===== config.mk =====
export PLATFORM = sky130hd
export DESIGN_NAME = wd_channel
export DESIGN_NICKNAME = d
export VERILOG_FILES = /design/src/wd_pkg.sv /design/src/wd_forward_mux.sv /design/src/wd_ready_return.sv /design/src/wd_channel.sv
export SDC_FILE = /design/constraint.sdc
export NUM_CORES = 1
export LEC_CHECK = 0
export BUFFER_PORTS_ARGS = -buffer_cell sky130_fd_sc_hd__buf_2
export CAP_MARGIN = 20
export CORE_AREA = 2 2 169 171
export DETAILED_ROUTE_END_ITERATION = 8
export DIE_AREA = 0 0 171 173
export HOLD_SLACK_MARGIN = 0.12
export PLACE_DENSITY = 0.47
export SLEW_MARGIN = 15
export SYNTH_ARGS = -nofsm -noshare
export SYNTH_HDL_FRONTEND = slang
export SYNTH_HIERARCHICAL = 1
export SYNTH_SLANG_ARGS = --single-unit

===== constraint.sdc =====
create_clock -name ACLK -period 1.7 [get_ports ACLK]
set_input_delay 0.255 -clock ACLK [delete_from_list [all_inputs] [get_ports ACLK]]
set_output_delay 0.255 -clock ACLK [all_outputs]
set_load 0.01 [all_outputs]

===== src/wd_pkg.sv =====
package wd_pkg;

   // ----------------------------------------
   // Channel widths
   // ----------------------------------------
   localparam int ID_WIDTH    = 4;
   localparam int DATA_WIDTH  = 64;
   localparam int STRB_WIDTH  = DATA_WIDTH / 8;
   localparam int ADDR_WIDTH  = 32;

   // Master slots, also the grant code width
   localparam int MAX_MASTERS = 4;

   // ----------------------------------------
   // Beat and address types
   // ----------------------------------------
   typedef logic [ID_WIDTH-1:0]   wd_id_t;
   typedef logic [DATA_WIDTH-1:0] wd_data_t;
   typedef logic [STRB_WIDTH-1:0] wd_strb_t;
   typedef logic [ADDR_WIDTH-1:0] wd_addr_t;

   // Bits 3..0 region, bit 4 accepts every region
   typedef logic [4:0]            slave_num_t;

   // ----------------------------------------
   // Grant code from the arbiter
   // ----------------------------------------
   // One-hot per master, anything else means no grant
   typedef enum logic [MAX_MASTERS-1:0] {
      GNT_NONE = 4'b0000,
      GNT_M0   = 4'b0001,
      GNT_M1   = 4'b0010,
      GNT_M2   = 4'b0100,
      GNT_M3   = 4'b1000
   } gnt_code_t;

endpackage


===== src/wd_forward_mux.sv =====
`timescale 1ns/10ps

module wd_forward_mux #(
   parameter int NUM_MASTERS = 4
) (
   input  logic               ACLK,
   input  logic               aresetn,

   // Grant from the arbiter
   input  wd_pkg::gnt_code_t  mst_gnt_num,

   // Master write data beats
   input  wd_pkg::wd_id_t     wid_m    [wd_pkg::MAX_MASTERS],
   input  wd_pkg::wd_data_t   wdata_m  [wd_pkg::MAX_MASTERS],
   input  wd_pkg::wd_strb_t   wstrb_m  [wd_pkg::MAX_MASTERS],
   input  logic               wlast_m  [wd_pkg::MAX_MASTERS],
   input  logic               wvalid_m [wd_pkg::MAX_MASTERS],

   // Slave selection
   input  wd_pkg::slave_num_t slave_number,
   input  wd_pkg::wd_addr_t   awaddr,

   // Slave side beat
   output wd_pkg::wd_id_t     wid_s,
   output wd_pkg::wd_data_t   wdata_s,
   output wd_pkg::wd_strb_t   wstrb_s,
   output logic               wlast_s,
   output logic               wvalid_s
);
   import wd_pkg::*;

   localparam int IDX_W    = $clog2(MAX_MASTERS);
   localparam int REGION_W = 4;

   logic [IDX_W-1:0] grant_idx;
   logic             grant_hit;

   wd_id_t           beat_id;
   wd_data_t         beat_data;
   wd_strb_t         beat_strb;
   logic             beat_last;
   logic             beat_valid;

   logic             slave_sel;

   // ----------------------------------------
   // Grant decode
   // ----------------------------------------
   // Illegal codes fall to default and forward nothing
   always_comb begin
      grant_idx = '0;
      grant_hit = 1'b0;
      case (mst_gnt_num)
         GNT_M0: begin
            grant_idx = IDX_W'(0);
            grant_hit = 1'b1;
         end
         GNT_M1: begin
            grant_idx = IDX_W'(1);
            grant_hit = 1'b1;
         end
         GNT_M2: begin
            grant_idx = IDX_W'(2);
            grant_hit = 1'b1;
         end
         GNT_M3: begin
            grant_idx = IDX_W'(3);
            grant_hit = 1'b1;
         end
         default: begin
            grant_idx = '0;
            grant_hit = 1'b0;
         end
      endcase
   end

   // ----------------------------------------
   // Beat mux
   // ----------------------------------------
   // Slots beyond NUM_MASTERS are not populated
   always_comb begin
      beat_id    = '0;
      beat_data  = '0;
      beat_strb  = '0;
      beat_last  = 1'b0;
      beat_valid = 1'b0;
      if (grant_hit && (int'(grant_idx) < NUM_MASTERS)) begin
         beat_id    = wid_m[grant_idx];
         beat_data  = wdata_m[grant_idx];
         beat_strb  = wstrb_m[grant_idx];
         beat_last  = wlast_m[grant_idx];
         beat_valid = wvalid_m[grant_idx];
      end
   end

   // ----------------------------------------
   // Slave select
   // ----------------------------------------
   // Region match on the top address nibble, or accept-all flag
   assign slave_sel = slave_number[4] ||
      (slave_number[REGION_W-1:0] == awaddr[ADDR_WIDTH-1 -: REGION_W]);

   // ----------------------------------------
   // Slave side register
   // ----------------------------------------
   always_ff @(posedge ACLK or negedge aresetn) begin
      if (!aresetn) begin
         wid_s    <= '0;
         wdata_s  <= '0;
         wstrb_s  <= '0;
         wlast_s  <= 1'b0;
         wvalid_s <= 1'b0;
      end else if (slave_sel) begin
         wid_s    <= beat_id;
         wdata_s  <= beat_data;
         wstrb_s  <= beat_strb;
         wlast_s  <= beat_last;
         wvalid_s <= beat_valid;
      end else begin
         // Not our region, slave sees an idle bus
         wid_s    <= '0;
         wdata_s  <= '0;
         wstrb_s  <= '0;
         wlast_s  <= 1'b0;
         wvalid_s <= 1'b0;
      end
   end

endmodule


===== src/wd_ready_return.sv =====
`timescale 1ns/10ps

module wd_ready_return #(
   parameter int NUM_MASTERS = 4
) (
   input  logic              ACLK,
   input  logic              aresetn,

   // Grant from the arbiter, same cycle as the forward mux
   input  wd_pkg::gnt_code_t mst_gnt_num,

   // Ready from the slave
   input  logic              wready_s,

   // Ready back to each master
   output logic              wready_m [wd_pkg::MAX_MASTERS]
);
   import wd_pkg::*;

   gnt_code_t              gnt_q;
   logic [MAX_MASTERS-1:0] ready_dmx;

   // ----------------------------------------
   // Delayed grant
   // ----------------------------------------
   // Lines up with the beat sitting in the forward register
   always_ff @(posedge ACLK or negedge aresetn) begin
      if (!aresetn) begin
         gnt_q <= GNT_NONE;
      end else begin
         gnt_q <= mst_gnt_num;
      end
   end

   // ----------------------------------------
   // Ready demux
   // ----------------------------------------
   always_comb begin
      ready_dmx = '0;
      case (gnt_q)
         GNT_M0: begin
            ready_dmx[0] = wready_s;
         end
         GNT_M1: begin
            ready_dmx[1] = wready_s;
         end
         GNT_M2: begin
            ready_dmx[2] = wready_s;
         end
         GNT_M3: begin
            ready_dmx[3] = wready_s;
         end
         default: begin
            ready_dmx = '0;
         end
      endcase

      // Unused slots never see ready
      for (int k = 0; k < MAX_MASTERS; k++) begin
         if (k >= NUM_MASTERS) begin
            ready_dmx[k] = 1'b0;
         end
      end
   end

   // ----------------------------------------
   // Ready output register
   // ----------------------------------------
   // Breaks the slave ready to master path for timing
   always_ff @(posedge ACLK or negedge aresetn) begin
      if (!aresetn) begin
         for (int k = 0; k < MAX_MASTERS; k++) begin
            wready_m[k] <= 1'b0;
         end
      end else begin
         for (int k = 0; k < MAX_MASTERS; k++) begin
            wready_m[k] <= ready_dmx[k];
         end
      end
   end

endmodule


===== src/wd_channel.sv =====
`timescale 1ns/10ps

module wd_channel #(
   parameter int NUM_MASTERS = 4
) (
   // Clock and reset
   input  logic               ACLK,
   input  logic               aresetn,

   // Grant from the arbiter
   input  wd_pkg::gnt_code_t  mst_gnt_num,

   // ----------------------------------------
   // Master ports
   // ----------------------------------------
   input  wd_pkg::wd_id_t     wid_m    [wd_pkg::MAX_MASTERS],
   input  wd_pkg::wd_data_t   wdata_m  [wd_pkg::MAX_MASTERS],
   input  wd_pkg::wd_strb_t   wstrb_m  [wd_pkg::MAX_MASTERS],
   input  logic               wlast_m  [wd_pkg::MAX_MASTERS],
   input  logic               wvalid_m [wd_pkg::MAX_MASTERS],
   output logic               wready_m [wd_pkg::MAX_MASTERS],

   // ----------------------------------------
   // Slave port
   // ----------------------------------------
   output wd_pkg::wd_id_t     wid_s,
   output wd_pkg::wd_data_t   wdata_s,
   output wd_pkg::wd_strb_t   wstrb_s,
   output logic               wlast_s,
   output logic               wvalid_s,
   input  logic               wready_s,

   // Slave identity and current write address
   input  wd_pkg::slave_num_t slave_number,
   input  wd_pkg::wd_addr_t   awaddr
);

   // Forward path, one register stage to the slave
   wd_forward_mux #(
      .NUM_MASTERS  (NUM_MASTERS)
   ) u_forward_mux (
      .ACLK         (ACLK),
      .aresetn      (aresetn),
      .mst_gnt_num  (mst_gnt_num),
      .wid_m        (wid_m),
      .wdata_m      (wdata_m),
      .wstrb_m      (wstrb_m),
      .wlast_m      (wlast_m),
      .wvalid_m     (wvalid_m),
      .slave_number (slave_number),
      .awaddr       (awaddr),
      .wid_s        (wid_s),
      .wdata_s      (wdata_s),
      .wstrb_s      (wstrb_s),
      .wlast_s      (wlast_s),
      .wvalid_s     (wvalid_s)
   );

   // Ready path, steered by the delayed grant
   wd_ready_return #(
      .NUM_MASTERS  (NUM_MASTERS)
   ) u_ready_return (
      .ACLK         (ACLK),
      .aresetn      (aresetn),
      .mst_gnt_num  (mst_gnt_num),
      .wready_s     (wready_s),
      .wready_m     (wready_m)
   );

endmodule


==> run metrics <==
pwr/cell area 763 nW/µm²; CP cell instances buf_2 > buf_4 > or4_1 > a21o_4 > buf_12 > nor2_1; non-filler instance count after layout 1164; share of layout cells above drive strength 1 57.6%; Setup TNS Final 0 ps; Synth Area per Inst between 10 and 15 µm²; nets@finish 1137; largest family of logic cells by synthesized area compound AO/OA/AOI/OAI gates; Crit path buffers/inverters 3; Final min period around 1400 ps; routed vias ~5200; CORE AREA between 20000 and 30000 µm²; H-tree depth 3; area of the mapped netlist around 4300 µm²; Avg WL per Cell between 15 and 20 µm; critical path type primary input to flop; Port Buffers approximately 400; Tightest Pin Transition about 490 ps; family with the most delay on the worst path simple AND/OR/NAND/NOR gates; syn_nets 747; Ys Warns 6; maxcap violations 0; Achievable Freq ~730 MHz; vias in the first global route roughly 5200; first-pass GRT wire length 29300 µm; antenna violations before repair 1; critical path arrival between 1500 and 2000 ps; Seq/Total Area, Yosys 49.9%; Distinct cells, synth 21; clk sink count 86; Clock transition at path regs 70 ps; CTS tree built; worst-skew pair later-pin latency roughly 340 ps; HPWL Detailed 15100 µm; Clk Tree Root Cell clkbuf_16; TritonCTS Buffers 9; mux cell area share after synthesis 0%; Crit path largest cell delay around 490 ps; Final Setup Violations 0; die height roughly 170 µm; Post-CTS Setup Bufs 0; pin count of the biggest net entering global routing 87; FP Rows 61; maximum vdd drop between 0.4 and 0.5 mV; XOR/XNOR Fraction of Synth Area less than 1%; violated checks DRC; CP Launch Type primary input; critical path's slowest cell or4_1; slew margin rel. between 60 and 70%; IO Pins ~440; post-synthesis simple-gate area fraction between 8 and 9%; CP max FO 41; status finished, violations left; First-pass DRT Iterations 9; Post-Route WL slightly above 20000 µm; Starting Density between 15 and 20%; Static Leak between 3 and 4 nW; initial drt markers approximately 490; Max Transition Viols Final 0; Finished Core Util 26.3%; total track usage between 10% and 20%; HP Class primary input to flop; adder-cell area share of the yosys netlist 0%; placer congestion estimate 0.780; worst path required time 1970 ps; critical path endpoint category flop; RSZ-0062 raised after global routing false; placed insts between 1000 and 1500; Tcrit/Tclk final ~81%; die area 29600 µm²; Synth Register Bits 86; maximum buffer depth of the clock tree 2; area grow syn2layout 68.7%; post-detailed-route count of antenna-violating nets 0; via-per-instance ratio about 4.5; Place WS -34.2 ps; Synth Area in Compound Gates about a third; die width roughly 170 µm; gr ovfl total 0; Cells after Synth between 300 and 400; Final Skew around 8.5 ps; final hold viol count 0; final setup margin between 300 and 400 ps; drt drc 5
==> final timing paths <==
path / from / endpoint / cells past startpoint / slack (ps)
max reg2reg: u_ready_return/gnt_q[0] / u_ready_return/wready_m[2] / 3 / 660
min reg2reg: u_ready_return/gnt_q[3] / u_ready_return/wready_m[3] / 1 / 500
max in group asynchronous: aresetn / u_forward_mux/wdata_s[38] / 3 / 810
max: mst_gnt_num[2] / u_forward_mux/wdata_s[58] / 6 / 330
min: wdata_m[171] / u_forward_mux/wdata_s[43] / 3 / 150
min in group asynchronous: aresetn / u_forward_mux/wdata_s[10] / 3 / 490
==> tightest hold or removal path, stage by stage <==
cell      delay, ps
buf_2            80
a222oi_1         50
nor2_1           80
==> cell families after synthesis <==
logic type | Yosys count
flip-flops | 86
buffers and inverters | 52
AO/OA/AOI/OAI | 160
AND/OR/NAND/NOR | 89
XOR/XNOR | 4
==> where the power goes <==
part / total (W) / switching [W] / internal (W)
clock network: 0.00217 / 0.000848 / 0.00132
registers: 0.00215 / 0.0000242 / 0.00213
logic: 0.00123 / 0.000589 / 0.000641
==> synth_stat cells, drive strengths merged <==
| cell type | count | area (µm²) |
|---|---|---|
| nor4 | 1 | 6.26 |
| o21ai | 1 | 5.00 |
| or4 | 1 | 7.51 |
| nor2 | 79 | 297 |
| a22o | 78 | 683 |
| a222oi | 78 | 781 |
| nand2b | 1 | 13.8 |
| o311ai | 1 | 26.3 |
| nor4b | 4 | 47.6 |
| nand2 | 1 | 3.75 |
| inv | 1 | 3.75 |
| xnor2 | 4 | 35.0 |
| buf | 15 | 86.3 |
| clkbuf | 36 | 135 |
| nor2b | 2 | 12.5 |
| a41oi | 1 | 8.76 |
| dfrtp | 86 | 2150 |
| a21o | 1 | 7.51 |
==> placed cells by master, fill, tap and decap left out, types with 2 or more instances in the layout <==
cell type,n
nor2_1,78
clkbuf_16,9
nor4b_1,2
dfrtp_1,86
xnor2_1,4
a22o_1,78
buf_4,10
bufinv_16,2
buf_12,11
buf_2,408
a222oi_1,78
nor2b_4,2
clkinvlp_4,2
==> sequential cells by signal (all words and copies together), names as in the netlist <==
| name | count |
|---|---|
| u_forward_mux/wdata_s | 64 |
| u_forward_mux/wstrb_s | 8 |
| u_forward_mux/wid_s | 4 |
| u_ready_return/gnt_q | 4 |
| u_ready_return/wready_m | 4 |
| u_forward_mux/wlast_s | 1 |
| u_forward_mux/wvalid_s | 1 |
==> stage by stage <==
step / instance area [µm²] / hold slack, ps / power, W
after floorplan: 4310 / -40.6 / 0.00272
after CTS: 7270 / 133 / 0.00568
after global placement: 6940 / 333 / 0.00343
after detailed placement: 6940 / 337 / 0.00343
after global routing: 7270 / 143 / 0.00586
final: 7270 / 153 / 0.00555
==> area by class of cell <==
type,count,area [µm²]
tap,378,473
fill,3047,20400
multi-input combinational,253,1970
inverter,1,3.75
clock buffer,10,239
clock inverter,5,83.8
timing repair buffer,430,2350
sequential,86,2150
antenna,1,2.50
==> layer usage <==
layer | global-route usage, % | up-vias | wire length [µm]
li1 | - | 2395 | -
met5 | 0 | - | 0
met3 | 3.48 | 18 | 1730
met2 | 23.0 | 299 | 9980
met1 | 14.6 | 2520 | 7980
met4 | 4.66 | 0 | 410
==> repair_timing <==
| item | 4_1_cts | 5_1_grt |
|---|---|---|
| hold buffers | 1 | 0 |
| endpoints found under the hold margin | 86 | 0 |
| resized for setup | 0 | 0 |
(Power assumes the default switching activity.)
